## src/logic/cpuIsaPkg.sv

```systemverilog
package cpuIsaPkg;

  ////////////////////////////////////////
  // Field widths
  ////////////////////////////////////////
  localparam int DataW    = 8;
  localparam int RegAddrW = 4;
  localparam int PcW      = 8;
  localparam int OpcodeW  = 5;
  localparam int NumRegs  = 1 << RegAddrW;

  // I/O port map
  localparam int NumPorts = 4;
  localparam logic [DataW-1:0] InPortBase = 8'hF1; // Port 0, ports 1-3 follow

  typedef logic [DataW-1:0]    data_t;
  typedef logic [RegAddrW-1:0] regAddr_t;
  typedef logic [PcW-1:0]      pc_t;

  // Codes 18-31 are unused and decode as NOP
  typedef enum logic [OpcodeW-1:0] {
    OpNop  = 5'd0,
    OpAdd  = 5'd1,
    OpSub  = 5'd2,
    OpAnd  = 5'd3,
    OpOr   = 5'd4,
    OpXor  = 5'd5,
    OpShl  = 5'd6,
    OpShr  = 5'd7,
    OpAddi = 5'd8,
    OpSubi = 5'd9,
    OpLdi  = 5'd10,
    OpIn   = 5'd11,
    OpOut  = 5'd12,
    OpJmp  = 5'd13,
    OpJz   = 5'd14,
    OpJnz  = 5'd15,
    OpJc   = 5'd16,
    OpJnc  = 5'd17
  } opcode_t;

  // 25-bit instruction word, opcode in the top bits
  typedef struct packed {
    opcode_t  opcode;
    regAddr_t dest;
    regAddr_t src1;
    regAddr_t src2;
    data_t    imm;
  } instr_t;

endpackage

```

## src/logic/cpuCtrlPkg.sv

```systemverilog
package cpuCtrlPkg;

  // One instruction takes five phases
  typedef enum logic [2:0] {
    PhT0, // Fetch
    PhT1, // Register read
    PhT2, // Execute
    PhT3, // Port access
    PhT4  // Write back, PC update
  } phase_t;

  typedef struct packed {
    logic z;
    logic c;
  } flags_t;

  typedef enum logic [2:0] {
    AluAdd,
    AluSub,
    AluAnd,
    AluOr,
    AluXor,
    AluShl,
    AluShr
  } aluOp_t;

  typedef enum logic [1:0] {
    WbAlu,
    WbImm,
    WbInport
  } wbSel_t;

  ////////////////////////////////////////
  // Control word, strobes then selects
  ////////////////////////////////////////
  typedef struct packed {
    logic   regRead;
    logic   aluSave;
    logic   zSave;
    logic   cSave;
    logic   inRead;
    logic   outWrite;
    logic   regWrite;
    logic   pcStep;  // PC update slot, every T4
    logic   pcLoad;  // Take the jump target at T4
    logic   irLoad;
    aluOp_t aluOp;
    logic   useImm;
    wbSel_t wbSel;
  } ctrl_t;

endpackage

```

## src/logic/regFile.sv

```systemverilog
`timescale 1ns/1ps

module regFile (
  input  logic               clk,
  input  logic               Reset,
  input  cpuCtrlPkg::ctrl_t  ctrl,
  input  cpuIsaPkg::instr_t  instr,
  input  cpuIsaPkg::data_t   wbData,
  output cpuIsaPkg::data_t   rdData1,
  output cpuIsaPkg::data_t   rdData2
);
  import cpuIsaPkg::*;

  data_t regs [NumRegs];

  ////////////////////////////////////////
  // Write port, dest at T4
  ////////////////////////////////////////
  always_ff @(posedge clk or posedge Reset) begin
    if (Reset) begin
      regs <= '{default: '0};
    end else if (ctrl.regWrite) begin
      regs[instr.dest] <= wbData;
    end
  end

  // Read latches hold both sources until the next T1
  always_ff @(posedge clk) begin
    if (ctrl.regRead) begin
      rdData1 <= regs[instr.src1];
      rdData2 <= regs[instr.src2];
    end
  end

  // Read data must be valid when the ALU result is saved
  readBeforeExec: assert property (
    @(posedge clk) disable iff (Reset)
    ctrl.aluSave |-> $past(ctrl.regRead)
  ) else $error("ALU saved without a preceding register read");

endmodule

```

## config.mk

```make
export PLATFORM = sky130hd
export DESIGN_NAME = regFile
export DESIGN_NICKNAME = d
export VERILOG_FILES = /design/src/logic/cpuIsaPkg.sv /design/src/logic/cpuCtrlPkg.sv /design/src/logic/regFile.sv
export SDC_FILE = /design/constraint.sdc
export NUM_CORES = 1
export LEC_CHECK = 0
export ABC_CLOCK_PERIOD_IN_PS = 4600
export BUFFER_PORTS_ARGS = -buffer_cell sky130_fd_sc_hd__buf_2
export CAP_MARGIN = 20
export CORE_MARGIN = 2
export CORE_UTILIZATION = 60
export DETAILED_ROUTE_END_ITERATION = 16
export GPL_TIMING_DRIVEN = 0
export PLACE_DENSITY = 0.89
export SLEW_MARGIN = 30
export SYNTH_ARGS = -nofsm -noshare
export SYNTH_HDL_FRONTEND = slang
export SYNTH_SLANG_ARGS = --single-unit
```

## constraint.sdc

```tcl
create_clock -name clk -period 4.6 [get_ports clk]
set_clock_uncertainty 0.1 [all_clocks]
set_input_delay 0.69 -clock clk [delete_from_list [all_inputs] [get_ports clk]]
set_output_delay 0.69 -clock clk [all_outputs]
set_load 0.02 [all_outputs]
```

==> summary.md, run 1 <==
| Metric | Value |
|---|---|
| Outcome | complete, no violations |
| Met3 Routed Length | 1650 um |
| Initial antenna violation count | 0 |
| CTS HTree Levels | 4 |
| Asr flop ratio synth | 88.9% |
| Yosys Warn Count | 0 |
| VDD IR max | 0.291 mV |
| Met1 WL | 6530 um |
| Root Buffer | clkbuf_16 |
| Total wire length | 17600 um |
| Antenna Nets Post-Route | 0 |
| Largest net degree at the start of global routing | 89 |
| Final setup TNS | 0 ns |
| DP HPWL | 11500 um |
| Fin nets | 561 |
| Residual DRC | 0 |
| Max-cap violations | 0 |
| WL met2 | 8820 um |
| FF+latch count, synth | 144 |
| Routability cong. | 0.887 |
| Final-report hold violation count | 0 |
| Reg clk slew, reported paths | 0.06 ns |
| Commonest cells post-synth | 128 x dfrtp_1, 128 x mux2_2, 64 x mux4_2, 32 x a22oi_1, 19 x nand2_1 |
| Worst R2R Setup Slack | 2.88 ns |
| Hold crit path type | in -> async |
| Sequential-to-total area share from yosys stat | 50.9% |
| Vias | 4609 |
| Syn Area/Cell | 15.9 um^2 |
| CTS Sinks | 144 |
| Crit. End Element | flip-flop |
| Hold Buf Count CTS | 0 |
| Unrepaired setup endpoints after global routing | no |
| Crit Reg-Reg Startpoint | regs[32] |
| TritonCTS Buffers | 17 |
| Worst setup path class | in -> reg |
| Clock Path Buffers | 2 |
| Total track usage | 29.4% |
| IO Pins | 67 |
| Dpl ws | 1.95 ns |
| Initial DRC count | 505 |
| Slew @ Worst Pin | 0.936 ns |
| Row Count | 40 |
| Setup violators final | 0 |
| Count of pins over their slew limit | 0 |
| Highest Signal Layer | met4 |
| Synth Instances | 454 |
| Area growth syn-to-layout | 13.4% |
| Via density | 6.88 |
| Worst reg2reg path depth | 3 |
| Yosys cell types | 23 |
| CTS tree | built |
| WP data arrival | 2.37 ns |
| Final worst-path cycle share | 50.2% |
| Final WS setup | 2.29 ns |
| Antenna Diode Count | 0 |
| Area leader, netlist | dfrtp_1 |
| Core Region | 11900 um^2 |
| Layout cells sized above 1 | 53.9% |
| Power per cell area | 480 nW/um^2 |
| Die ar. | 13000 um^2 |
| Syn_nets | 505 |
| I/O Buffers | 36 |
| Fillers | 746 |
| Drt first pass iters | 7 |
| Synth top area share | 44.2% |
| Largest cells by area after synthesis | dfrtp_1 44%, mux2_2 20%, mux4_2 20%, edfxtp_1 6.6%, a22oi_1 3.3% |
| Top FF cell, synth | dfrtp_1 |
| Power consumption | 3940 uW |
| Number of global-route vias before repair | 4881 |
| Total congestion overflow | 0 |
| Initial Util | 60.8% |
| Wire per inst | 26.2 um |
| Synth Cell Area | 7240 um^2 |
| Critical Path Source | instr[9] |
| Post-cts gate resize count | 0 |
| Lkg Pwr | 0.00341 uW |
| Critical Path RT | 4.67 ns |
| Post-CTS Setup Bufs | 0 |
| Final core occ | 68.9% |
| First-pass GRT wire length | 27600 um |
| EDFF count, synth | 16 |
| Fmax achieved | 433 MHz |
| Max Fanout on Critical Path | 10 |
| Setup crit start kind | input port |
| Chip Height | 114 um |
| Worst skew pair latency | 0.42 ns |
| Minimum clock period | 2.31 ns |
| Slew headroom | 37.3% |
| Die width | 114 um |
-- cells in the final DEF (no fill, tap or decap), types with 3 or more instances in the layout --
cell / netlist / routed
dfrtp_1: 128 / 128
nor3_2: 3 / 3
clkbuf_16: 0 / 18
nand2_1: 19 / 19
buf_1: 4 / 4
clkinvlp_4: 0 / 3
buf_2: 15 / 51
nand3_1: 4 / 4
nor2_2: 4 / 4
clkinv_2: 0 / 4
mux2_2: 128 / 128
mux4_2: 64 / 64
nor2_1: 3 / 3
clkbuf_1: 16 / 19
edfxtp_1: 16 / 16
nor2b_1: 5 / 5
a22oi_1: 32 / 32
-- state kept, by name (all words and copies together) (netlist names) --
signal	cells
regs	128
rdData2	8
rdData1	8
-- cells by family after synthesis --
family | after synthesis | synth area share, %
mux | 192 | 39.8
compound gates | 32 | 3.32
buf+inv | 36 | 2.13
flops | 144 | 50.9
simple gates | 50 | 3.85
-- metal layers --
metal | up-vias | track usage [%]
met4 | 0 | 14.6
met5 | - | 0
met2 | 269 | 47.1
met1 | 2395 | 37.2
met3 | 54 | 8.61
li1 | 1891 | -
-- critical path, cell delays in order --
cell      delay, ns
buf_2          0.15
clkbuf_1       0.67
mux4_2         0.41
a22oi_1        0.35
nand2_1        0.09
-- where the power goes --
group,switching (uW),leakage [uW],internal (uW)
Sequential,206,0.00173,1590
Combinational,323,0.00140,485
Clock,537,0.000274,801
-- path summary, 6_finish.rpt --
path | end
max | rdData2[6]
min | regs[11]
max reg2reg | rdData2[0]
min reg2reg | regs[75]
max in group asynchronous | regs[81]
min in group clk | regs[75]
-- layout make-up --
cell class / count / area [um^2] / area share, %
Buffer: 35 / 150 / 1.83
Clock buffer: 23 / 489 / 5.96
Clock inverter: 9 / 81.3 / 0.991
Inverter: 1 / 11.3 / 0.137
Multi-Input combinational cell: 274 / 3400 / 41.4
Sequential cell: 144 / 3680 / 44.9
Tap cell: 147 / 184 / 2.24
Timing Repair Buffer: 37 / 208 / 2.53
-- per-stage QoR --
step / std cells / hold WS, ns / instance area, um^2
floorplan: 454 / 0.391 / 7240
global placement: 637 / 0.399 / 7600
detailed placement: 638 / 0.413 / 7640
CTS: 670 / 0.153 / 8210
global route: 670 / 0.162 / 8210
finish: 670 / 0.138 / 8210
Note: power is estimated with default switching activity, not from simulation.
==> run 2, diff against run 1 <==
--- a/config.mk
+++ b/config.mk
@@ -5,7 +5,7 @@
 export SDC_FILE = /design/constraint.sdc
 export NUM_CORES = 1
 export LEC_CHECK = 0
-export ABC_CLOCK_PERIOD_IN_PS = 4600
+export ABC_CLOCK_PERIOD_IN_PS = 2400
 export BUFFER_PORTS_ARGS = -buffer_cell sky130_fd_sc_hd__buf_2
 export CAP_MARGIN = 20
 export CORE_MARGIN = 2
==> constraint.sdc (replaced) <==
create_clock -name clk -period 2.4 [get_ports clk]
set_clock_uncertainty 0.1 [all_clocks]
set_input_delay 0.36 -clock clk [delete_from_list [all_inputs] [get_ports clk]]
set_output_delay 0.36 -clock clk [all_outputs]
set_load 0.02 [all_outputs]
==> run 2 against run 1 <==
  * Die area stayed put
  * Sequential power is 92% higher
  * Count of clock-buffer cells in the layout is 2 lower
  * Sequential share of layout area is 0.30 points lower
  * Total power is 91% higher
  * Final cell count is 0.60% higher
  * Routed wire length is 3.9% higher
  * Non-clock buffer count is 4 higher
  * Critical path type unchanged
  * Highest routed layer unchanged
==> summary.md, run 2 (synthesized netlist as in run 1, its figures left out) <==
| Metric | Value |
|---|---|
| Power per cell area | 912 nW/um^2 (+90%) |
| Dpl ws | 0.00200 ns (-1.94 ns) |
| Worst skew pair latency | 0.42 ns (about the same) |
| Worst setup path class | in -> reg |
| Lkg Pwr | 0.00342 uW (+0.45%) |
| VDD IR max | 0.544 mV (+87%) |
| Unrepaired setup endpoints after global routing | no |
| I/O Buffers | 36 (unchanged) |
| Final worst-path cycle share | 83.4% |
| Fillers | 737 (-1.2%) |
| Vias | 4636 (+0.59%) |
| R2r endpoint | rdData2[6] |
| Commonest cells after routing, fill and taps aside | 128 x mux2_2, 128 x dfrtp_1, 64 x mux4_2 |
| Biggest regs | regs (128), rdData1 (8), rdData2 (8) |
| CTS tree | built |
| Largest register FFs | 128 (unchanged) |
| Row Count | 40 (unchanged) |
| First-pass GRT wire length | 28300 um (+2.6%) |
| Slew @ Worst Pin | 0.974 ns (+0.0383 ns) |
| DP HPWL | 12100 um (+4.8%) |
| Largest reg by FF count | regs |
| IO Pins | 67 (unchanged) |
| Worst Hold Launch | wbData[3] |
| Count of pins over their slew limit | 0 (unchanged) |
| Critical Path RT | 2.46 ns (-2.21 ns) |
| Total wire length | 18200 um (+3.9%) |
| WP data arrival | 2.07 ns (-0.30 ns) |
| Initial Util | 60.8% (unchanged) |
| Max-cap violations | 0 (unchanged) |
| Outcome | complete, no violations |
| Layout cells sized above 1 | 53.9% (about the same) |
| Largest net degree at the start of global routing | 32 (-64%) |
| Core Region | 11900 um^2 (unchanged) |
| Dpl cells | 641 (+0.47%) |
| Final-report hold violation count | 0 (unchanged) |
| Die width | 114 um (unchanged) |
| Die ar. | 13000 um^2 (unchanged) |
| Chip Height | 114 um (unchanged) |
| Minimum clock period | 2.00 ns |
| Total congestion overflow | 0 (unchanged) |
| Initial antenna violation count | 0 (unchanged) |
| Power consumption | 7540 uW (+91%) |
| Total track usage | 30.1% (+0.70 points) |
| Area growth syn-to-layout | 14.2% |
| Crit Reg-Reg Startpoint | regs[6] |
| Clock power share | 33.7% (-0.3 points) |
| Fmax achieved | 500 MHz |
| Hold Crit Depth | 2 |
| Max Fanout on Critical Path | 10 (unchanged) |
| Slew headroom | 35.1% (-2.2 points) |
| Number of global-route vias before repair | 5044 (+3.3%) |
| Setup crit start kind | input port |
| Crit. End Element | flip-flop |
| Min Hold Slack | 0.195 ns (+0.0569 ns) |
| Sw frac | 27.0% (-0.047 points) |
| Seq. cell area | 3680 um^2 (unchanged) |
| Post-cts gate resize count | 0 (unchanged) |
| Multi-input combinational cell area | 3400 um^2 (unchanged) |
| Fin nets | 565 (+0.71%) |
| Wire per inst | 27.1 um (+3.3%) |
| P_int | 5500 uW (+92%) |
| Combinational Power Share | 20.7% (+0.2 points) |
| Net Sw Power | 2040 uW (+91%) |
| Initial DRC count | 460 (-8.9%) |
| Clock Path Buffers | 2 (unchanged) |
| Via density | 6.88 (about the same) |
| Final WS setup | 0.398 ns (-1.89 ns) |
| Drt first pass iters | 5 (-2) |
| TritonCTS Buffers | 17 (unchanged) |
| Hold EP | regs[83] |
| Routability cong. | 0.873 (-1.5%) |
| Antenna Diode Count | 0 (unchanged) |
| CTS Sinks | 144 (unchanged) |
| Root Buffer | clkbuf_16 |
| CTS HTree Levels | 4 (unchanged) |
| Worst reg2reg path depth | 3 (unchanged) |
| Finished Layout Cells | 674 (+0.60%) |
| Hold crit path type | in -> reg |
| Setup violators final | 0 (unchanged) |
| Residual DRC | 0 (unchanged) |
| Reg clk slew, reported paths | 0.06 ns (about the same) |
| Antenna Nets Post-Route | 0 (unchanged) |
| Final core occ | 69.4% (+0.46 points) |
| Worst R2R Setup Slack | 0.76 ns (-2.12 ns) |
| Sequential cell fraction of total power | 45.6% (about the same) |
## run 2: power groups by stage
stage	Combinational, uW	Sequential [uW]	Clock [uW]
after global routing	1660	3500	2640
after global placement	1440	3370	0
after CTS	1560	3420	2530
after detailed placement	1530	3440	0
final	1560	3440	2540
after floorplan	1150	3370	0
## run 2: critical path: stages
cell and delay [ns]:
buf_2 0.15, clkbuf_1 0.75, mux4_2 0.41, a22oi_1 0.30, nand2_1 0.10
## run 2: repair_timing
action / 4_1_cts / 5_1_grt
endpoints found under the hold margin: 22 / 0
buffers inserted: 0 / 0
hold buffers: 1 / 0
## run 2: how the worst max path moves through the flow
stage / startpoint / end / cells after the start / slack (ns)
2_1_floorplan: Reset / regs[0] / 1 / 0.36
3_3_place_gp: Reset / regs[86] / 2 / -0.35
3_5_place_dp: instr[9] / rdData2[6] / 5 / 0.002
4_1_cts: instr[9] / rdData2[6] / 5 / 0.45
5_1_grt: instr[9] / rdData2[6] / 5 / 0.36
6_report: instr[9] / rdData2[6] / 5 / 0.40
## run 2: cell type report
cell class | instances | share of cell area [%]
flip-flops and latches | 144 | 44.6
clock buffers | 21 | 5.33
clock inverters | 11 | 1.44
multi-input cells | 274 | 41.2
well taps | 147 | 2.23
inverters | 1 | 0.0908
plain buffers | 35 | 1.82
repair buffers | 41 | 3.36
## run 2: routing by layer
layer  GRT usage, %  share of wire [%]
met1           37.5                 37
met3           6.43                7.5
met4           12.5                3.1
met2           51.7                 53
met5              0                  0
## run 2: metrics by stage
stage	TNS (ns)	instance area, um^2
5_1_grt	0	8260
4_1_cts	0	8260
3_5_place_dp	0	7690
3_3_place_gp	-43.93	7610
6_report	0	8260
2_1_floorplan	0	7240
