$ cat src/logic/cpuIsaPkg.sv
package cpuIsaPkg;

  ////////////////////////////////////////
  // Field widths
  ////////////////////////////////////////
  localparam int DataW    = 8;
  localparam int RegAddrW = 4;
  localparam int PcW      = 8;
  localparam int OpcodeW  = 5;
  localparam int NumRegs  = 1 << RegAddrW;

  // I/O port map
  localparam int NumPorts = 4;
  localparam logic [DataW-1:0] InPortBase = 8'hF1; // Port 0, ports 1-3 follow

  typedef logic [DataW-1:0]    data_t;
  typedef logic [RegAddrW-1:0] regAddr_t;
  typedef logic [PcW-1:0]      pc_t;

  // Codes 18-31 are unused and decode as NOP
  typedef enum logic [OpcodeW-1:0] {
    OpNop  = 5'd0,
    OpAdd  = 5'd1,
    OpSub  = 5'd2,
    OpAnd  = 5'd3,
    OpOr   = 5'd4,
    OpXor  = 5'd5,
    OpShl  = 5'd6,
    OpShr  = 5'd7,
    OpAddi = 5'd8,
    OpSubi = 5'd9,
    OpLdi  = 5'd10,
    OpIn   = 5'd11,
    OpOut  = 5'd12,
    OpJmp  = 5'd13,
    OpJz   = 5'd14,
    OpJnz  = 5'd15,
    OpJc   = 5'd16,
    OpJnc  = 5'd17
  } opcode_t;

  // 25-bit instruction word, opcode in the top bits
  typedef struct packed {
    opcode_t  opcode;
    regAddr_t dest;
    regAddr_t src1;
    regAddr_t src2;
    data_t    imm;
  } instr_t;

endpackage

$ cat src/logic/cpuCtrlPkg.sv
package cpuCtrlPkg;

  // One instruction takes five phases
  typedef enum logic [2:0] {
    PhT0, // Fetch
    PhT1, // Register read
    PhT2, // Execute
    PhT3, // Port access
    PhT4  // Write back, PC update
  } phase_t;

  typedef struct packed {
    logic z;
    logic c;
  } flags_t;

  typedef enum logic [2:0] {
    AluAdd,
    AluSub,
    AluAnd,
    AluOr,
    AluXor,
    AluShl,
    AluShr
  } aluOp_t;

  typedef enum logic [1:0] {
    WbAlu,
    WbImm,
    WbInport
  } wbSel_t;

  ////////////////////////////////////////
  // Control word, strobes then selects
  ////////////////////////////////////////
  typedef struct packed {
    logic   regRead;
    logic   aluSave;
    logic   zSave;
    logic   cSave;
    logic   inRead;
    logic   outWrite;
    logic   regWrite;
    logic   pcStep;  // PC update slot, every T4
    logic   pcLoad;  // Take the jump target at T4
    logic   irLoad;
    aluOp_t aluOp;
    logic   useImm;
    wbSel_t wbSel;
  } ctrl_t;

endpackage

$ cat src/logic/aluExecute.sv
`timescale 1ns/1ps

module aluExecute (
  input  logic               clk,
  input  logic               Reset,
  input  cpuCtrlPkg::ctrl_t  ctrl,
  input  cpuIsaPkg::data_t   rdData1,
  input  cpuIsaPkg::data_t   rdData2,
  input  cpuIsaPkg::data_t   imm,
  output cpuIsaPkg::data_t   aluResult,
  output cpuCtrlPkg::flags_t flags
);
  import cpuIsaPkg::*;
  import cpuCtrlPkg::*;

  localparam int ShW = $clog2(DataW);

  data_t            opB;
  data_t            result;
  logic             carry;
  logic [DataW:0]   wide;   // Sum or difference with carry bit
  logic [ShW-1:0]   shAmt;

  assign opB   = ctrl.useImm ? imm : rdData2;
  assign shAmt = opB[ShW-1:0];

  ////////////////////////////////////////
  // Operation select
  ////////////////////////////////////////
  always_comb begin
    wide   = '0;
    result = '0;
    carry  = 1'b0;
    unique case (ctrl.aluOp)
      AluAdd: begin
        wide   = {1'b0, rdData1} + {1'b0, opB};
        result = wide[DataW-1:0];
        carry  = wide[DataW];
      end
      AluSub: begin
        wide   = {1'b0, rdData1} - {1'b0, opB};
        result = wide[DataW-1:0];
        carry  = ~wide[DataW]; // No borrow
      end
      AluAnd: result = rdData1 & opB;
      AluOr:  result = rdData1 | opB;
      AluXor: result = rdData1 ^ opB;
      AluShl: begin
        result = rdData1 << shAmt;
        carry  = (shAmt != '0) & rdData1[DataW-1];
      end
      AluShr: begin
        result = rdData1 >> shAmt;
        carry  = (shAmt != '0) & rdData1[0];
      end
      default: result = '0;
    endcase
  end

  always_ff @(posedge clk or posedge Reset) begin
    if (Reset) begin
      aluResult <= '0;
      flags     <= '0;
    end else begin
      if (ctrl.aluSave) aluResult <= result;
      if (ctrl.zSave)   flags.z   <= (result == '0);
      if (ctrl.cSave)   flags.c   <= carry;
    end
  end

  // Any op that touches C also saves its result and Z
  carryWithResult: assert property (
    @(posedge clk) disable iff (Reset) ctrl.cSave |-> (ctrl.zSave && ctrl.aluSave)
  ) else $error("Carry saved without result and Z");

endmodule

$ cat config.mk
export PLATFORM = sky130hd
export DESIGN_NAME = aluExecute
export DESIGN_NICKNAME = d
export VERILOG_FILES = /design/src/logic/cpuIsaPkg.sv /design/src/logic/cpuCtrlPkg.sv /design/src/logic/aluExecute.sv
export SDC_FILE = /design/constraint.sdc
export NUM_CORES = 1
export LEC_CHECK = 0
export ABC_AREA = 1
export BUFFER_PORTS_ARGS = -buffer_cell sky130_fd_sc_hd__buf_4
export CORE_MARGIN = 8
export CORE_UTILIZATION = 55
export CTS_BUF_LIST = sky130_fd_sc_hd__clkbuf_4 sky130_fd_sc_hd__clkbuf_8
export DETAILED_ROUTE_END_ITERATION = 8
export PLACE_DENSITY = 0.86
export SYNTH_ARGS = -nofsm -noshare
export SYNTH_HDL_FRONTEND = slang
export SYNTH_SLANG_ARGS = --single-unit
export TNS_END_PERCENT = 1
$ cat constraint.sdc
create_clock -name clk -period 1.4 [get_ports clk]
set_clock_uncertainty 0.2 [all_clocks]
set_input_delay 0.28 -clock clk [delete_from_list [all_inputs] [get_ports clk]]
set_output_delay 0.28 -clock clk [all_outputs]
set_load 0.02 [all_outputs]
==> out/summary.txt, run 1 <==
Number of H-tree levels: 1
Syn Area/Cell: 5.69 µm²
Yosys reg bits: 10
Category of the worst endpoint: sequential cell input
Post-Place Cells: 576
Row cnt: 23
CTS Root Cell: clkbuf_8
Post-placement worst setup slack: -1290 ps
Gr usage total: 0.579
Failed at: global routing (5_1_grt)
Number of flops mapped to enable cells by yosys: 0
Num CTS Buffers: 3
Die height: 81.3 µm
I/O pin cnt: 52
DP Area: 3370 µm²
Commonest cells post-synth: nand2_1 (111), nand3_1 (80), inv_1 (59), nor2_1 (44), ha_1 (30)
GRT worst endpoint: flags[0]$_DFFE_PP0P_/D
Most frequent cell after synthesis: nand2_1
Syn Inst Count: 412
Cell area after synthesis: 2350 µm²
Chip Width: 81.3 µm
Pin count of the biggest net entering global routing: 16
Synth Net Count: 486
Status: stopped before the end
Stop Error: [ERROR GRT-0232] Routing congestion too high. Check the congestion heatmap in the GUI.
Ys Warns: 0
Async SR Flop Fraction: 1.00
IO Port Bufs: 42
Seq/Total Area, Yosys: 0.107
CTS max path bufs: 2
Top cell type's share of synthesized area: 0.178
Yosys top cell by area: nand2_1
Clk sinks: 10
Grt ovf: 1
Synth Flop Type: dfrtp_1
Final Wtd Congestion: 1.08
DPL Wire Length: 7.76 mm
Netlist cell types: 32
Initial core utilization: 0.578
Biggest area contributors in the synthesized netlist: nand2_1 (18%), nand3_1 (17%), ha_1 (16%)
==> repair_timing <==
action	CTS
hold buffers	1
pin swaps	22
endpoints found under the setup margin	10
gates resized for setup	42
setup buffers	6
endpoints found under the hold margin	10
==> logic make-up after synthesis <==
logic type / after synthesis / synth area share
simple gates: 266 / 0.508
buf+inv: 66 / 0.114
fa+ha+maj: 32 / 0.177
compound gates: 38 / 0.0939
flops: 10 / 0.107
==> per-stage QoR <==
step                setup TNS [ps]  utilization
CTS                          -6510        0.895
detailed placement          -10380        0.831
global placement             -9700        0.831
floorplan                    -6170            -
==> routing by layer <==
layer  GRT overflow  global-route usage
met3              0               0.467
met1              0               0.564
met2              0               0.742
met4              1               0.539
met5              0               0.138
==> run 2: changes to the inputs <==
--- a/config.mk
+++ b/config.mk
@@ -8,10 +8,9 @@
 export ABC_AREA = 1
 export BUFFER_PORTS_ARGS = -buffer_cell sky130_fd_sc_hd__buf_4
 export CORE_MARGIN = 8
-export CORE_UTILIZATION = 55
-export CTS_BUF_LIST = sky130_fd_sc_hd__clkbuf_4 sky130_fd_sc_hd__clkbuf_8
+export CORE_UTILIZATION = 40
 export DETAILED_ROUTE_END_ITERATION = 8
-export PLACE_DENSITY = 0.86
+export PLACE_DENSITY_LB_ADDON = 0.15
 export SYNTH_ARGS = -nofsm -noshare
 export SYNTH_HDL_FRONTEND = slang
 export SYNTH_SLANG_ARGS = --single-unit
==> out/summary.txt, run 2 <==
Status: finished with violations
Violations in the final reports: setup timing
Biggest area contributors in the synthesized netlist: nand2_1 (18%), nand3_1 (17%), ha_1 (16%)
Pleak: 2.01 nW
Crit path cell chain: buf_12 -> clkinv_8 -> or2_2 -> o21ai_2 -> buf_4 -> ha_1 -> nor2_1 -> nand3_1 -> nand2_1 -> nand2_1 -> nand3_2 -> nand3_2 -> nor2_1 -> nand3_1 -> nand2_1
Yosys reg bits: 10 (unchanged)
Commonest cells post-synth: nand2_1 (111), nand3_1 (80), inv_1 (59), nor2_1 (44), ha_1 (30)
Slew Limit Fails: 0
Worst-path cell with the longest stage delay: or2_2
First-pass GRT wire length: 14.4 mm
Post-Place Cells: 600 (+4.2%)
CP dominant cell by count: nand2_1
CP bufs+invs: 3
Initial DRC Count: 185
IO Port Bufs: 42 (unchanged)
Clock transition at path regs: 40 ps
Ys Warns: 0 (unchanged)
CTS max path bufs: 2 (unchanged)
Commonest cells after routing, fill and taps aside: buf_4 (115), nand2_1 (101), nand3_1 (66)
Synth Net Count: 486 (unchanged)
DPL Wire Length: 7.47 mm (-3.8%)
Max-cap violations: 0
Grt ovf: 0
Die ar.: 8570 µm²
Std-Cell Core Area: 5780 µm²
Row cnt: 28 (+22%)
Vias in the first global route: 3017
CTS tree: done
Crit path max fanout: 7
I/O pin cnt: 52 (unchanged)
Most frequent cell after synthesis: nand2_1
Routed via count: 3178
Startpoint Class: input port
Gr usage total: 0.207
Final period utilization: 1.54
Syn Area/Cell: 5.69 µm² (unchanged)
Clk sinks: 10 (unchanged)
Max FFs per register: 8
Final Wtd Congestion: 0.945 (-13%)
Chip Width: 92.6 µm (+14%)
CTS Root Cell: clkbuf_8
Nets: 610
Worst setup margin: -750 ps
Num CTS Buffers: 3 (unchanged)
Worst setup EP type: flip-flop
Routed WL: 9.26 mm
RSZ-0062 raised after global routing: yes
Worst skew pair latency: 230 ps
Setup violations, final: 10
Detail Route Antenna Nets: 0
Max frequency: 0.465 GHz
1st-pass router iterations: 5
Critical Path Max Stage Delay: 280 ps
Number of H-tree levels: 1 (unchanged)
Number of flops mapped to enable cells by yosys: 0 (unchanged)
Area of the multi-input gates: 2260 µm²
Cell area after synthesis: 2350 µm² (unchanged)
Sequential cell area: 250 µm²
Slew @ Worst Pin: 390 ps
Syn Inst Count: 412 (unchanged)
Post-placement worst setup slack: -1230 ps (+66.5 ps)
Antenna cells: 0
Slew HR: 0.740
Largest regs: aluResult x8, flags x2
Clock period minus worst slack: 2150 ps
Pin count of the biggest net entering global routing: 17
Netlist cell types: 32 (unchanged)
Initial antenna violation count: 0
Pwr Density: 569 nW/µm²
Share of cells above drive strength 1: 0.421
Top cell type's share of synthesized area: 0.178 (unchanged)
Yosys top cell by area: nand2_1
Crit Path Category: input port to flip-flop
Final Hold Vio Count: 0
Vias per inst: 5.22
Area Overhead vs Synth: 65.8%
Largest register by flop count: aluResult
Initial core utilization: 0.406 (-0.172)
CP top delay family: simple AND/OR/NAND/NOR gates
DRC viols: 0
Die height: 92.6 µm (+14%)
Seq/Total Area, Yosys: 0.107 (unchanged)
Finished Layout Cells: 609
Wirelength per Cell: 15.2 µm
Critical path arrival: 2120 ps
Synth Flop Type: dfrtp_1
Worst Hold Class: input port to flip-flop
Number of fill cells: 542
Worst Path Required: 1370 ps
Peak supply drop: 0.471 mV
Most common cell after layout, fill and taps aside: buf_4
Async SR Flop Fraction: 1.00 (unchanged)
-- run 2: per-layer routing --
layer | GRT usage | wire (µm) | up-vias
li1 | - | - | 1576
met1 | 0.247 | 3690 | 1449
met2 | 0.373 | 4740 | 132
met3 | 0.0210 | 568 | 21
met4 | 0.0765 | 262 | 0
met5 | 0 | 0 | -
-- run 2: stage by stage --
stage	total power, mW	util	TNS, ps	hold slack (ps)	area, µm²
global route	2.37	0.673	-7040	55.7	3890
floorplan	1.08	-	-6170	-79.8	2450
detailed placement	1.67	0.590	-10120	80.4	3410
global placement	1.66	0.590	-10010	77.7	3410
CTS	2.07	0.634	-6250	48.1	3660
finish	2.22	0.673	-6160	52.3	3890
-- run 2: area by class of cell --
type / instances / share of cell area
multi-input combinational: 336 / 0.581
timing repair buffer: 124 / 0.257
sequential: 10 / 0.0643
inverter: 61 / 0.0634
tap: 75 / 0.0241
clock buffer: 3 / 0.0106
-- run 2: logic make-up (layout without fill, tap and decap cells) --
kind of cell	count (synthesis)	after routing	share of synthesized area
flops	10	10	0.107
simple gates	266	266	0.508
fa+ha+maj	32	32	0.177
compound gates	38	38	0.0939
buf+inv	66	188	0.114
-- run 2: timing repair --
| action | CTS | global route |
|---|---|---|
| setup endpoints to repair | 10 | 10 |
| resized for setup | 44 | 54 |
| setup buffers | 2 | 3 |
| pin swaps | 18 | 44 |
| hold buffers | 1 | 0 |
| hold endpoints to repair | 10 | 0 |
-- run 2: path summary, 6_finish.rpt --
kind,start,endpoint,slack (ps),cells after the start
min in group asynchronous,Reset,aluResult[6]$_DFFE_PP0P_,380,3
worst max register to register,aluResult[4]$_DFFE_PP0P_,aluResult[4]$_DFFE_PP0P_,520,2
worst max-delay path,ctrl[2],flags[1]$_DFFE_PP0P_,-750,15
max in group asynchronous,Reset,flags[1]$_DFFE_PP0P_,360,3
worst min register to register,flags[0]$_DFFE_PP0P_,flags[0]$_DFFE_PP0P_,280,2
worst min-delay path,ctrl[12],flags[0]$_DFFE_PP0P_,50,3
-- run 2: where the power goes --
group	total [mW]	internal (mW)	leakage [nW]	switching (mW)
Combinational	1.57	0.714	1.86	0.855
Sequential	0.356	0.333	0.127	0.0226
Clock	0.290	0.187	0.0216	0.103
Total	2.22	1.23	2.01	0.980
-- run 2: tightest hold or removal path, cell delays in order --
cell and delay [ps]:
buf_4 80, nand2_1 40, nand2_1 50
No activity file was read; power rests on OpenSTA's default activity.
==> run 3: changes to the inputs <==
--- a/config.mk
+++ b/config.mk
@@ -7,7 +7,7 @@
 export LEC_CHECK = 0
 export ABC_AREA = 1
 export BUFFER_PORTS_ARGS = -buffer_cell sky130_fd_sc_hd__buf_4
-export CORE_MARGIN = 8
+export CORE_MARGIN = 10
 export CORE_UTILIZATION = 40
 export DETAILED_ROUTE_END_ITERATION = 8
 export PLACE_DENSITY_LB_ADDON = 0.15
==> constraint.sdc (replaced) <==
create_clock -name clk -period 2.28 [get_ports clk]
set_clock_uncertainty 0.2 [all_clocks]
set_input_delay 0.456 -clock clk [delete_from_list [all_inputs] [get_ports clk]]
set_output_delay 0.456 -clock clk [all_outputs]
set_load 0.02 [all_outputs]
==> out/summary.txt, run 3 (same netlist as run 2, synthesis figures left out) <==
Gate power share: 0.694 (-0.014)
Reg2reg setup slack: 1390 ps (+870 ps)
Gr usage total: 0.193 (-0.0146)
Nets: 594 (-2.6%)
Detail Route Antenna Nets: 0 (unchanged)
CP top delay family: simple AND/OR/NAND/NOR gates
Routed via count: 3098 (-2.5%)
Worst setup margin: -135 ps (+615 ps)
Worst skew pair latency: 230 ps (about the same)
Row cnt: 27 (-3.6%)
Core Util, Final: 0.648 (-0.0246)
Max frequency: 0.414 GHz
R2r startpoint: aluResult[4]$_DFFE_PP0P_
Setup violations, final: 4 (-6)
Critical path arrival: 2390 ps (+270 ps)
RSZ-0062 raised after global routing: yes
Setup TNS: -397 ps (+5760 ps)
CP bufs+invs: 3 (unchanged)
Initial core utilization: 0.418 (+0.0125)
Slew Limit Fails: 0 (unchanged)
Clock power share: 0.140 (+0.009)
Tot Pwr: 1.32 mW (-41%)
Pin count of the biggest net entering global routing: 17 (unchanged)
1st-pass router iterations: 5 (unchanged)
Antenna cells: 0 (unchanged)
Crit path max fanout: 7 (unchanged)
Vias in the first global route: 2942 (-2.5%)
Sequential share of power: 0.166 (+0.005)
Net switching power: 0.589 mW (-40%)
Largest regs: aluResult x8, flags x2
DP Area: 3260 µm² (-4.4%)
Crit path capture: flags[1]$_DFFE_PP0P_
Sw Share: 0.447 (+0.00475)
DRC viols: 0 (unchanged)
Most common cell after layout, fill and taps aside: nand2_1
CTS max path bufs: 2 (unchanged)
I/O pin cnt: 52 (unchanged)
CTS tree: done
Chip Width: 96.6 µm (+4.3%)
Number of H-tree levels: 1 (unchanged)
Final period utilization: 1.06
Worst R2R End: aluResult[4]$_DFFE_PP0P_
Startpoint Class: input port
Cell count along the critical path: 15 (unchanged)
Clock transition at path regs: 50 ps (about the same)
Pwr Density: 362 nW/µm² (-36%)
Worst Path Required: 2260 ps (+890 ps)
Violations in the final reports: setup timing
Max FFs per register: 8 (unchanged)
Critical Path Max Stage Delay: 290 ps (about the same)
Status: finished with violations
Worst Hold Class: input port to async pin
Die ar.: 9330 µm² (+8.8%)
Int Pwr: 0.728 mW (-41%)
Area Overhead vs Synth: 55.0%
CTS Root Cell: clkbuf_8
DPL Wire Length: 7.53 mm (+0.89%)
Grt ovf: 0 (unchanged)
Pleak: 1.91 nW (-5.2%)
Wirelength per Cell: 15.7 µm (+3.0%)
Initial antenna violation count: 0 (unchanged)
Max-cap violations: 0 (unchanged)
Vias per inst: 5.25 (+0.62%)
Slew @ Worst Pin: 441 ps (+51.4 ps)
Clock period minus worst slack: 2410 ps
Worst-path cell with the longest stage delay: or2_2
Final Hold Vio Count: 0 (unchanged)
Die height: 96.6 µm (+4.3%)
Post-placement worst setup slack: -517 ps (+711 ps)
Peak supply drop: 0.411 mV (-13%)
Number of fill cells: 531 (-2.0%)
Crit Path Category: input port to flip-flop
Commonest cells after routing, fill and taps aside: nand2_1 (107), buf_4 (101), nand3_1 (72)
Worst setup EP type: flip-flop
Final Wtd Congestion: 0.976 (+3.3%)
Routed WL: 9.24 mm (-0.24%)
Std-Cell Core Area: 5610 µm² (-3.0%)
First-pass GRT wire length: 14.3 mm (-0.91%)
Worst r2r path cells: 2 (unchanged)
Num CTS Buffers: 3 (unchanged)
Crit path cell chain: buf_12 -> clkinv_8 -> or2_2 -> o21ai_4 -> ha_4 -> buf_4 -> nor2_2 -> nand4_1 -> nand3_1 -> nand2_2 -> nand3_2 -> nand3_1 -> nor2_4 -> nand3_1 -> nand2_1
Clk sinks: 10 (unchanged)
Initial DRC Count: 176 (-4.9%)
Slew HR: 0.705 (-0.0351)
Largest register by flop count: aluResult
Crit path from: ctrl[2]
CP dominant cell by count: nand3_1
Share of cells above drive strength 1: 0.359 (-0.0623)
Fin area: 3640 µm² (-6.5%)
IO Port Bufs: 42 (unchanged)
==> run 3: cell types whose count changed in the layout (fill, tap and decap cells not counted), moves of 5 or more <==
cell     change
buf_4       -14
inv_2        -6
nand2_1      +6
nand3_1      +6
nand3_2      -6
inv_1        +5
nand2_2      -5
==> run 3: power groups by stage <==
stage                     Combinational (mW)  Sequential (mW)  Clock, mW
final                                  0.914            0.219      0.184
after global routing                   0.995            0.223      0.195
after CTS                              0.826            0.219      0.187
after detailed placement               0.784            0.222          0
after global placement                 0.777            0.220          0
after floorplan                        0.410            0.254          0
==> run 3: worst min-delay path by stage <==
stage / startpoint / end / slack, ps / cells past startpoint
2_1_floorplan: Reset / aluResult[0]$_DFFE_PP0P_ / 100 / 1
3_3_place_gp: Reset / aluResult[2]$_DFFE_PP0P_ / 260 / 2
3_5_place_dp: Reset / aluResult[2]$_DFFE_PP0P_ / 270 / 2
4_1_cts: Reset / aluResult[6]$_DFFE_PP0P_ / 20 / 2
5_1_grt: Reset / aluResult[6]$_DFFE_PP0P_ / 40 / 2
6_report: Reset / aluResult[6]$_DFFE_PP0P_ / 9 / 2
==> run 3: worst register-to-register path, stage by stage, from the launching register on <==
cell and delay [ps]:
dfrtp_1 390, nor2_1 110, a41oi_1 50
==> run 3: repair_timing <==
item | in CTS | in global routing
gates cloned | 0 | 0
gates resized for setup | 28 | 39
pin swaps | 14 | 24
setup buffers | 2 | 6
endpoints found under the hold margin | 0 | 0
endpoints found under the setup margin | 8 | 9
hold buffers | 0 | 0
==> run 3: layer usage <==
metal | up-vias | GRT usage | routed length [µm]
met4 | 0 | 0.0436 | 145
met2 | 103 | 0.326 | 4480
met5 | - | 0 | 0
met3 | 14 | 0.0370 | 658
met1 | 1438 | 0.246 | 3950
li1 | 1543 | - | -
==> run 3: area by class of cell <==
type	count	area, µm²	share of cell area
multi-input cells	336	2140	0.588
repair buffers	108	867	0.238
flip-flops and latches	10	250	0.0688
inverters	61	249	0.0685
well taps	72	90.1	0.0248
clock buffers	3	41.3	0.0114
==> run 3: metrics by stage <==
step                std cells  hold slack, ps
detailed placement        579             271
global placement          579             258
CTS                       584            20.6
floorplan                 412            96.2
finish                    590            9.13
global route              590            43.9
