==> config.mk <==
export PLATFORM = sky130hd
export DESIGN_NAME = resultStage
export DESIGN_NICKNAME = d
export VERILOG_FILES = /design/src/logic/cpuIsaPkg.sv /design/src/logic/cpuCtrlPkg.sv /design/src/logic/resultStage.sv
export SDC_FILE = /design/constraint.sdc
export NUM_CORES = 1
export LEC_CHECK = 0
export BUFFER_PORTS_ARGS = -buffer_cell sky130_fd_sc_hd__clkbuf_2
export CORE_ASPECT_RATIO = 2
export CORE_MARGIN = 10
export CORE_UTILIZATION = 50
export DETAILED_ROUTE_END_ITERATION = 10
export PLACE_DENSITY = 0.86
export SLEW_MARGIN = 5
export SYNTH_ARGS = -nofsm -noshare
export SYNTH_HDL_FRONTEND = slang
export SYNTH_SLANG_ARGS = --single-unit
==> constraint.sdc <==
create_clock -name clk -period 2.2 [get_ports clk]
set_input_delay 0.44 -clock clk [delete_from_list [all_inputs] [get_ports clk]]
set_output_delay 0.44 -clock clk [all_outputs]
set_load 0.02 [all_outputs]
==> src/logic/cpuIsaPkg.sv <==
package cpuIsaPkg;

  ////////////////////////////////////////
  // Field widths
  ////////////////////////////////////////
  localparam int DataW    = 8;
  localparam int RegAddrW = 4;
  localparam int PcW      = 8;
  localparam int OpcodeW  = 5;
  localparam int NumRegs  = 1 << RegAddrW;

  // I/O port map
  localparam int NumPorts = 4;
  localparam logic [DataW-1:0] InPortBase = 8'hF1; // Port 0, ports 1-3 follow

  typedef logic [DataW-1:0]    data_t;
  typedef logic [RegAddrW-1:0] regAddr_t;
  typedef logic [PcW-1:0]      pc_t;

  // Codes 18-31 are unused and decode as NOP
  typedef enum logic [OpcodeW-1:0] {
    OpNop  = 5'd0,
    OpAdd  = 5'd1,
    OpSub  = 5'd2,
    OpAnd  = 5'd3,
    OpOr   = 5'd4,
    OpXor  = 5'd5,
    OpShl  = 5'd6,
    OpShr  = 5'd7,
    OpAddi = 5'd8,
    OpSubi = 5'd9,
    OpLdi  = 5'd10,
    OpIn   = 5'd11,
    OpOut  = 5'd12,
    OpJmp  = 5'd13,
    OpJz   = 5'd14,
    OpJnz  = 5'd15,
    OpJc   = 5'd16,
    OpJnc  = 5'd17
  } opcode_t;

  // 25-bit instruction word, opcode in the top bits
  typedef struct packed {
    opcode_t  opcode;
    regAddr_t dest;
    regAddr_t src1;
    regAddr_t src2;
    data_t    imm;
  } instr_t;

endpackage

==> src/logic/cpuCtrlPkg.sv <==
package cpuCtrlPkg;

  // One instruction takes five phases
  typedef enum logic [2:0] {
    PhT0, // Fetch
    PhT1, // Register read
    PhT2, // Execute
    PhT3, // Port access
    PhT4  // Write back, PC update
  } phase_t;

  typedef struct packed {
    logic z;
    logic c;
  } flags_t;

  typedef enum logic [2:0] {
    AluAdd,
    AluSub,
    AluAnd,
    AluOr,
    AluXor,
    AluShl,
    AluShr
  } aluOp_t;

  typedef enum logic [1:0] {
    WbAlu,
    WbImm,
    WbInport
  } wbSel_t;

  ////////////////////////////////////////
  // Control word, strobes then selects
  ////////////////////////////////////////
  typedef struct packed {
    logic   regRead;
    logic   aluSave;
    logic   zSave;
    logic   cSave;
    logic   inRead;
    logic   outWrite;
    logic   regWrite;
    logic   pcStep;  // PC update slot, every T4
    logic   pcLoad;  // Take the jump target at T4
    logic   irLoad;
    aluOp_t aluOp;
    logic   useImm;
    wbSel_t wbSel;
  } ctrl_t;

endpackage

==> src/logic/resultStage.sv <==
`timescale 1ns/1ps

module resultStage (
  input  logic               clk,
  input  logic               Reset,
  input  cpuCtrlPkg::ctrl_t  ctrl,
  input  cpuIsaPkg::data_t   imm,
  input  cpuIsaPkg::data_t   aluResult,
  input  cpuIsaPkg::data_t   rdData1,
  input  cpuIsaPkg::data_t   inPorts  [cpuIsaPkg::NumPorts],
  output cpuIsaPkg::data_t   wbData,
  output cpuIsaPkg::data_t   outPorts [cpuIsaPkg::NumPorts]
);
  import cpuIsaPkg::*;
  import cpuCtrlPkg::*;

  localparam int PortIdxW = $clog2(NumPorts);

  data_t                inSample [NumPorts];
  data_t                inLatch;
  data_t                portOffset;
  logic [PortIdxW-1:0]  inSel;

  always_ff @(posedge clk) begin
    inSample <= inPorts; // Sampled every cycle
  end

  // 0xF1-0xF4 map to ports 0-3, anything else reads port 0
  assign portOffset = imm - InPortBase;
  assign inSel      = (portOffset < data_t'(NumPorts)) ? portOffset[PortIdxW-1:0] : '0;

  always_ff @(posedge clk) begin
    if (ctrl.inRead) begin
      inLatch <= inSample[inSel];
    end
  end

  ////////////////////////////////////////
  // Write-back select
  ////////////////////////////////////////
  always_comb begin
    unique case (ctrl.wbSel)
      WbImm:    wbData = imm;
      WbInport: wbData = inLatch;
      default:  wbData = aluResult;
    endcase
  end

  always_ff @(posedge clk or posedge Reset) begin
    if (Reset) begin
      outPorts <= '{default: '0};
    end else if (ctrl.outWrite) begin
      outPorts[imm[PortIdxW-1:0]] <= rdData1;
    end
  end

  // IN writes back the port value latched one phase earlier
  inLatchedFirst: assert property (
    @(posedge clk) disable iff (Reset)
    (ctrl.regWrite && ctrl.wbSel == WbInport) |-> $past(ctrl.inRead)
  ) else $error("Input port written back without a latch");

endmodule

==> results of run 1 <==
[per-stage QoR]
stage	std cells	util [%]	setup slack, ps
2_1_floorplan	188	-	10.2
3_3_place_gp	352	64.3	-154
3_5_place_dp	352	64.3	-212
4_1_cts	368	68.4	90.5
5_1_grt	368	68.5	4.24
6_report	368	68.5	98.0
[synthesized netlist by cell type (all sizes together)]
cell type and n:
xor2 1, or4 1, a2111oi 1, and4 1, o31ai 1, o32ai 8, nand4 1, a22oi 8
o311ai 1, inv 5, dfrtp 32, nor2 1, buf 2, a21oi 8, nor4b 2, mux2i 8
ha 7, mux2 32, nand2b 2, nand2 12, edfxtp 8, and2 1, and3b 1, clkbuf 4
dfxtp 32, o21ai 8
[per-layer routing]
metal	track usage (%)	share of wire (%)	wire (um)
met1	15.3	37	2360
met5	0	0	0
met4	6.45	1.9	123
met2	25.6	50	3240
met3	7.54	11	702
[timing repair]
action                     4_1_cts  5_1_grt
setup endpoints to repair        0        2
gates resized for setup          0        1
hold buffers                     0        0
[kinds of logic (layout without fill, tap and decap cells)]
family,count (synthesis),after routing,share of synthesized area [%]
and+or+nand+nor,22,22,4.56
DFF,72,72,63.2
AOI/OAI and AO/OA,35,35,10.1
buffers and inverters,11,133,1.93
xor gates and xnor gates,1,1,0.329
adders and majority gates,7,7,3.29
muxes,40,40,16.6
[cells in the final DEF (no fill, tap or decap), drive strengths merged, types with 2 or more instances in the layout]
cell type  count
o32ai          8
mux2i          8
dfrtp         32
edfxtp         8
nand2         12
dfxtp         32
clkbuf       113
a22oi          8
nand2b         2
inv            7
nor4b          2
buf           11
mux2          32
ha             7
a21oi          8
o21ai          8
[registers in the layout, summed over array words and instances (netlist names)]
register	flops
outPorts	32
inSample	32
inLatch	8
[final timing paths]
path	startpoint	endpoint	slack, ps	cells after the start
worst max-delay path	ctrl[0]	wbData[5]	100	6
worst min-delay path	Reset	outPorts[11]$_DFFE_PP0P_	160	3
worst max register to register	inSample[1]$_DFF_P_	inLatch[1]$_DFFE_PP_	1260	2
worst min register to register	outPorts[12]$_DFFE_PP0P_	outPorts[12]$_DFFE_PP0P_	510	1
max in group asynchronous	Reset	outPorts[14]$_DFFE_PP0P_	1760	3
min in group clk	inPorts[1]	inSample[1]$_DFF_P_	190	1
[power by group through the flow]
stage | clock network [uW] | logic (uW) | registers (uW)
after floorplan | 0 | 196 | 1720
after global placement | 0 | 590 | 1570
after detailed placement | 0 | 607 | 1580
after CTS | 1070 | 609 | 1550
after global routing | 1130 | 647 | 1570
final | 1030 | 598 | 1550
[layout make-up]
type | count | share of cell area (%)
clock buffers | 12 | 5.05
well taps | 58 | 2.06
flip-flops and latches | 72 | 47.8
repair buffers | 112 | 17.1
multi-input cells | 105 | 26.6
inverters | 5 | 0.533
clock inverters | 4 | 0.889
[critical path, delay by kind of cell]
kind / cells / cell delay (ps)
AOI/OAI and AO/OA: 1 / 160
and+or+nand+nor: 1 / 130
adders and majority gates: 1 / 570
buffers and inverters: 3 / 360
==> results.py, run 1 <==
metrics = {
    "final_layout": {
        "num_antenna_cells": 0,
        "area_growth_syn_to_layout_pct": 32.4,
        "num-fill-cells": 384,
        "design_area_um2": 3520,
        "multi_input_area_um2": 937,
        "final-seq-area_um2": 1680,
        "fin_nets": 386,
        "drive_gt1_share_pct": 53.5,
    },
    "die": {
        "start_util_pct": 51.7,
        "die-area_um2": 8810,
        "die_h_um": 123,
        "die_x_um": 71.6,
        "num_rows": 37,
        "pin_count": 114,
        "core_area_um2": 5140,
    },
    "worst_hold_path": {
        "hp-class": "input port to asynchronous set/reset pin",
    },
    "synth": {
        "ys_types": 29,
        "postSynthCellCount": 188,
        "synth_top_area_share_pct": 30.1,
        "postSynthAreaPerCell_um2": 14.1,
        "ys_seq_elements": 72,
        "synthesis.nets": 269,
        "synth_area_um2": 2660,
        "yosys_warnings": 0,
        "ys_seq_area_share_pct": 63.2,
        "netlist.top_cell.by_area": "dfrtp_1",
        "synthTopCellsByArea": "dfrtp_1, dfxtp_1, mux2_2, edfxtp_1, ha_1",
    },
    "power": {
        "power.leakage_uw": 0.00171,
        "power_density_nw_per_um2": 904,
        "power.internal_uw": 2290,
        "p_comb_share_pct": 18.8,
        "finalPower_uw": 3180,
        "p_sw_uw": 892,
        "power.share.clock_pct": 32.4,
        "swShare_pct": 28.1,
        "p_seq_share_pct": 48.8,
        "peakVddDrop_v": 0.000683,
    },
    "global_routing": {
        "gr-total-overflow": 0,
        "grtUsageTotal_pct": 15.2,
        "first_global_vias": 2144,
        "grt_pass1_wl_mm": 10.5,
        "antenna_found_initial": 0,
        "grt_max_degree": 33,
    },
    "timing": {
        "fin_worst_skew_ps": 10.2,
        "fin_setup_tns_ps": 0,
        "hold_violations": 0,
        "drv_slew": 0,
        "setup_violations": 0,
        "relSlewSlack_pct": 61.2,
        "holdWs_ps": 156,
        "tightest_slew_ps": 578,
        "grt_setup_unrepaired": "false",
        "min_period_ps": 2100,
        "fin_crit_sh_pct": 95.5,
        "timing.fmax_ghz": 0.476,
    },
    "routing": {
        "drt-initial-drc-count": 92,
        "drc_errors": 0,
        "ant_nets": 0,
        "drtPass1Iterations": 4,
        "vias": 1942,
        "wl_mm": 6.43,
        "wire_per_inst_um": 17.5,
        "routed_via_density": 5.28,
    },
    "setup_path": {
        "cp_max_fo": 16,
        "crit_path_end_kind": "primary output",
        "critical_path.most_common_cell": "clkbuf_2",
        "required_ps": 1760,
        "cp.arrival_ps": 1660,
        "crit_chain": "clkbuf_2 > inv_1 > ha_1 > nand2_1 > o21ai_0 > clkbuf_2",
        "slowest_stage": "ha_1",
        "crit_path_start_kind": "input port",
        "crit_type": "input port to primary output",
        "critPathMaxStageDelay_ps": 570,
    },
    "place": {
        "dp_hpwl_mm": 5.29,
        "globalplace.congestion": 0.793,
        "port_buffers": 101,
        "place_area_um2": 3310,
    },
    "cts": {
        "root_buffer": "clkbuf_8",
        "clk_latency_ps": 350,
        "clock-sinks": 72,
        "cts_buffers": 9,
        "cts_tree": "done",
        "clockBufferDepth": 2,
        "path_clk_slew_ps": 70,
        "post_cts_buffers": 0,
        "cts-htree-levels": 3,
    },
    "run": {
        "maxCapViolations": 0,
    },
    "outcome": {
        "status": "completed",
    },
}
Note: power is estimated with default switching activity, not from simulation.
==> inputs of run 2 (changes only) <==
Settings changed: CORE_UTILIZATION 50 to 53, CTS_BUF_LIST set to sky130_fd_sc_hd__clkbuf_4, PLACE_DENSITY 0.86 to 0.91, TNS_END_PERCENT set to 5.
==> results.py, run 2 (same netlist as run 1, synthesis figures left out) <==
metrics = {
    "setup_path": {
        "crit_type": "input port to primary output",
        "crit_path_start_kind": "input port",
        "critical_path.most_common_cell": "clkbuf_2",
        "crit_chain": "clkbuf_2 > inv_1 > ha_1 > nand2_1 > o21ai_0 > clkbuf_2",
        "critPathMaxStageDelay_ps": 550,
        "slowest_stage": "ha_1",
        "required_ps": 1760,
        "cp.arrival_ps": 1500,
        "crit_path_end_kind": "primary output",
        "cp_max_fo": 16,
    },
    "cts": {
        "clk_latency_ps": 410,
        "clock-sinks": 72,
        "path_clk_slew_ps": 100,
        "cts-htree-levels": 3,
        "cts_buffers": 9,
        "cts_tree": "done",
        "root_buffer": "clkbuf_4",
        "postCtsHoldBufs": 0,
        "clockBufferDepth": 2,
    },
    "power": {
        "peakVddDrop_v": 0.000650,
        "power_density_nw_per_um2": 844,
        "power.leakage_uw": 0.00168,
        "finalPower_uw": 2900,
        "power.internal_uw": 2080,
        "power.share.clock_pct": 25.9,
        "swShare_pct": 28.3,
        "p_comb_share_pct": 20.5,
        "p_sw_uw": 820,
        "p_seq_share_pct": 53.6,
    },
    "global_routing": {
        "gr-total-overflow": 0,
        "antenna_found_initial": 0,
        "grt_util_met1_pct": 15.4,
        "grtUsageTotal_pct": 16.1,
        "first_global_vias": 2206,
        "grt.met2_usage_pct": 27.7,
        "grtUsageMet3_pct": 7.92,
        "grt_pass1_wl_mm": 10.8,
        "grt_most_used_layer": "met2",
        "grt_max_degree": 33,
    },
    "timing": {
        "hold_violations": 0,
        "tightest_slew_ps": 636,
        "fin_worst_skew_ps": 19.4,
        "drv_slew": 0,
        "setup_violations": 0,
        "grt_setup_unrepaired": "false",
        "fin_crit_sh_pct": 88.3,
        "relSlewSlack_pct": 57.4,
        "min_period_ps": 1940,
        "fin_setup_tns_ps": 0,
        "timing.fmax_ghz": 0.515,
    },
    "routing": {
        "routed_via_density": 5.30,
        "drt-initial-drc-count": 103,
        "ant_nets": 0,
        "drc_errors": 0,
        "drtPass1Iterations": 4,
        "wire_per_inst_um": 18.0,
        "wl_mm": 6.61,
        "vias": 1946,
    },
    "worst_hold_path": {
        "hp-class": "input port to asynchronous set/reset pin",
    },
    "run": {
        "maxCapViolations": 0,
    },
    "place": {
        "globalplace.congestion": 0.841,
        "dp_hpwl_mm": 5.52,
        "place_area_um2": 3300,
        "port_buffers": 101,
    },
    "final_layout": {
        "final_cell_mix": "clkbuf_2, mux2_2, dfxtp_1, dfrtp_1, nand2_1",
        "area_growth_syn_to_layout_pct": 29.2,
        "drive_gt1_share_pct": 52.9,
        "mostFrequentLayoutCell": "clkbuf_2",
        "design_area_um2": 3440,
        "num_antenna_cells": 0,
        "largestRegisters": "inSample x32, outPorts x32, inLatch x8",
        "fin_nets": 386,
    },
    "die": {
        "start_util_pct": 54.7,
        "die_h_um": 120,
        "die_x_um": 70.1,
        "num_rows": 36,
        "die-area_um2": 8420,
        "pin_count": 114,
        "core_area_um2": 4860,
    },
    "outcome": {
        "status": "completed",
    },
}
## run 2: path summary, 6_finish.rpt
check,to,cells past startpoint,start,slack (ps)
max,wbData[2],6,ctrl[0],260
max reg2reg,inLatch[3]$_DFFE_PP_,2,inSample[3]$_DFF_P_,1280
min reg2reg,outPorts[8]$_DFFE_PP0P_,1,outPorts[8]$_DFFE_PP0P_,510
min in group clk,inSample[9]$_DFF_P_,1,inPorts[9],120
max in group asynchronous,outPorts[6]$_DFFE_PP0P_,3,Reset,1840
min,outPorts[1]$_DFFE_PP0P_,3,Reset,80
## run 2: per-layer routing
layer	vias to the layer above	share of wire (%)
met5	-	0
met4	0	1.4
met3	7	10
met2	98	53
met1	912	35
li1	929	-
## run 2: per-stage QoR
step                      util, %  hold slack, ps  cells  worst slack (ps)
after floorplan                 -             468    188             -9.90
after global placement       67.9             488    351              -151
after detailed placement     67.9             492    351              -260
after CTS                    70.5            43.9    367               211
after global routing         70.6            72.2    367               109
final                        70.6            75.9    367               258
## run 2: layout make-up
type	instances	area, um^2
Multi-Input combinational cell	105	937
Fill cell	382	1430
Sequential cell	72	1680
Inverter	5	18.8
Tap cell	57	71.3
Clock inverter	6	51.3
Timing Repair Buffer	112	601
Clock buffer	10	75.1
## run 2: power groups by stage
stage | clock network [uW] | registers (uW) | logic, uW
global placement | 0 | 1570 | 585
detailed placement | 0 | 1580 | 607
finish | 751 | 1550 | 594
CTS | 778 | 1560 | 608
floorplan | 0 | 1720 | 196
global route | 847 | 1570 | 642
## run 2: worst max-delay path, delay by kind of cell
| kind | cells | cell delay (ps) |
|---|---|---|
| adders and majority gates | 1 | 550 |
| AOI/OAI and AO/OA | 1 | 90 |
| buffers and inverters | 3 | 330 |
| and+or+nand+nor | 1 | 90 |
## run 2: repair_timing
item / CTS / global route
setup buffers: 0 / 0
setup endpoints to repair: 0 / 3
gates resized for setup: 0 / 1
==> inputs of run 3 (changes only) <==
Settings changed: ABC_AREA set to 1, CORE_UTILIZATION 53 to 54.
==> results.py, run 3 <==
metrics = {
    "timing": {
        "fin_worst_skew_ps": 10.7,
        "hold_violations": 0,
        "holdWs_ps": 69.6,
        "min_period_ps": 1870,
        "tightest_slew_ps": 482,
        "setup_violations": 0,
        "grt_setup_unrepaired": "false",
        "timing.fmax_ghz": 0.534,
        "drv_slew": 0,
        "fin_ws_ps": 326,
        "fin_crit_sh_pct": 85.2,
        "fin_setup_tns_ps": 0,
        "relSlewSlack_pct": 67.8,
    },
    "final_layout": {
        "instances_no_fill": 481,
        "drive_gt1_share_pct": 33.2,
        "final_cell_mix": "clkbuf_2, nand2_1, inv_1",
        "mostFrequentLayoutCell": "clkbuf_2",
        "fin_nets": 498,
        "largestRegisters": "inSample x32, outPorts x32, inLatch x8",
        "area_growth_syn_to_layout_pct": 24.9,
        "num-fill-cells": 371,
    },
    "synth": {
        "yosys_warnings": 0,
        "synth_xor_area_share_pct": 0,
        "postSynthAreaPerCell_um2": 9.25,
        "synth_fa_ha_area_share_pct": 3.04,
        "synth_most_common_cell": "nand2_1",
        "synthesis.nets": 392,
        "yosys-top-cells-count": "nand2_1, inv_1, dfrtp_1, dfxtp_1, o21ai_0",
        "synthMuxAreaShare_pct": 0,
        "synth_edf_count": 8,
        "synthTopCellsByArea": "dfrtp_1, dfxtp_1, nand2_1, edfxtp_1, inv_1",
        "postSynthCellCount": 311,
        "ys_types": 24,
        "synth_top_family_by_area": "simple AND/OR/NAND/NOR gates",
        "ys_seq_elements": 72,
        "synthFlopType": "dfxtp_1",
        "netlist.top_cell.by_area": "dfrtp_1",
        "synth_top_area_share_pct": 27.8,
        "synth_compound_area_share_pct": 8.35,
        "ys_seq_area_share_pct": 58.4,
        "async_reset_ff_share_pct": 44.4,
        "synth_area_um2": 2880,
        "synth-simple-area-share_pct": 21.4,
    },
    "cts": {
        "cts-htree-levels": 3,
        "post_cts_buffers": 0,
        "cts_buffers": 9,
        "postCtsHoldBufs": 0,
        "clockBufferDepth": 2,
        "ctsResizeCount": 0,
        "clock-sinks": 72,
        "clk_latency_ps": 410,
        "path_clk_slew_ps": 110,
        "cts_tree": "done",
        "root_buffer": "clkbuf_4",
    },
    "global_routing": {
        "grt.met2_usage_pct": 32.5,
        "grt_pass1_wl_mm": 12.5,
        "grt_util_met1_pct": 16.9,
        "grtUsageTotal_pct": 18.0,
        "gr-total-overflow": 0,
        "antenna_found_initial": 1,
        "grt_most_used_layer": "met2",
        "grt_max_degree": 33,
        "grtUsageMet3_pct": 6.90,
        "first_global_vias": 2608,
    },
    "setup_path": {
        "r2r_cells": 4,
        "crit_type": "input port to primary output",
        "crit_path_end_kind": "primary output",
        "cp_max_fo": 8,
        "required_ps": 1760,
        "cp.arrival_ps": 1430,
        "crit_path_start_kind": "input port",
    },
    "power": {
        "power_density_nw_per_um2": 832,
        "power.leakage_uw": 0.00199,
        "peakVddDrop_v": 0.000844,
    },
    "die": {
        "die_h_um": 123,
        "pin_count": 114,
        "num_rows": 37,
        "core_area_um2": 5140,
        "die-area_um2": 8830,
        "start_util_pct": 56.0,
        "die_x_um": 71.6,
    },
    "place": {
        "dp_hpwl_mm": 6.01,
        "dpl_worst_slack_ps": 216,
        "port_buffers": 101,
        "globalplace.congestion": 0.780,
        "dp_cells": 464,
    },
    "routing": {
        "wl_mm": 7.43,
        "drt-initial-drc-count": 72,
        "ant_nets": 0,
        "vias": 2433,
        "drc_errors": 0,
        "drtPass1Iterations": 5,
        "routed_via_density": 5.06,
        "wire_per_inst_um": 15.4,
    },
    "run": {
        "maxCapViolations": 0,
    },
    "worst_hold_path": {
        "hp-class": "input port to asynchronous set/reset pin",
    },
    "outcome": {
        "status": "completed",
    },
}
==> run 3: area by class of cell <==
class                   instances  area [um^2]  area share [%]
flip-flops and latches         72         1680            46.8
multi-input cells             179          945            26.3
repair buffers                106          543            15.1
inverters                      49          198            5.50
clock inverters                 7         85.1            2.37
well taps                      58         72.6            2.02
clock buffers                   9         67.6            1.88
diodes                          1         2.50          0.0696
==> run 3: where the power goes <==
part,switching [uW],total [uW],internal [uW]
sequential,66.2,1540,1470
combinational,374,571,197
clock,432,884,452
total,872,2990,2120
==> run 3: critical path, stage by stage <==
cell and delay [ps]:
clkbuf_2 90, inv_1 40, ha_1 290, inv_1 200, nor2_1 70, a21oi_1 120, clkbuf_2 190
==> run 3: final timing paths <==
check	start	slack, ps	to
setup reg to reg	inSample[20]$_DFF_P_	1290	inLatch[4]$_DFFE_PP_
max in group asynchronous	Reset	1830	outPorts[18]$_DFFE_PP0P_
hold / removal	Reset	70	outPorts[9]$_DFFE_PP0P_
hold reg to reg	outPorts[3]$_DFFE_PP0P_	500	outPorts[3]$_DFFE_PP0P_
setup / recovery	ctrl[0]	330	wbData[0]
min in group clk	inPorts[6]	120	inSample[6]$_DFF_P_
==> run 3: kinds of logic after synthesis <==
logic type	Yosys count
buffers and inverters	60
adders and majority gates	7
AOI/OAI and AO/OA	48
and+or+nand+nor	124
DFF	72
==> run 3: metal layers <==
layer | wire length [um] | vias up
met5 | 0 | -
met4 | 198 | 0
met3 | 616 | 16
met2 | 4090 | 104
met1 | 2520 | 1110
li1 | - | 1203
==> run 3: through the flow <==
step	total power, uW	cell area (um^2)	util (%)
floorplan	1880	2880	-
global placement	2110	3440	66.9
detailed placement	2140	3440	66.9
CTS	3020	3590	69.9
global route	3150	3590	70.0
finish	2990	3590	70.0
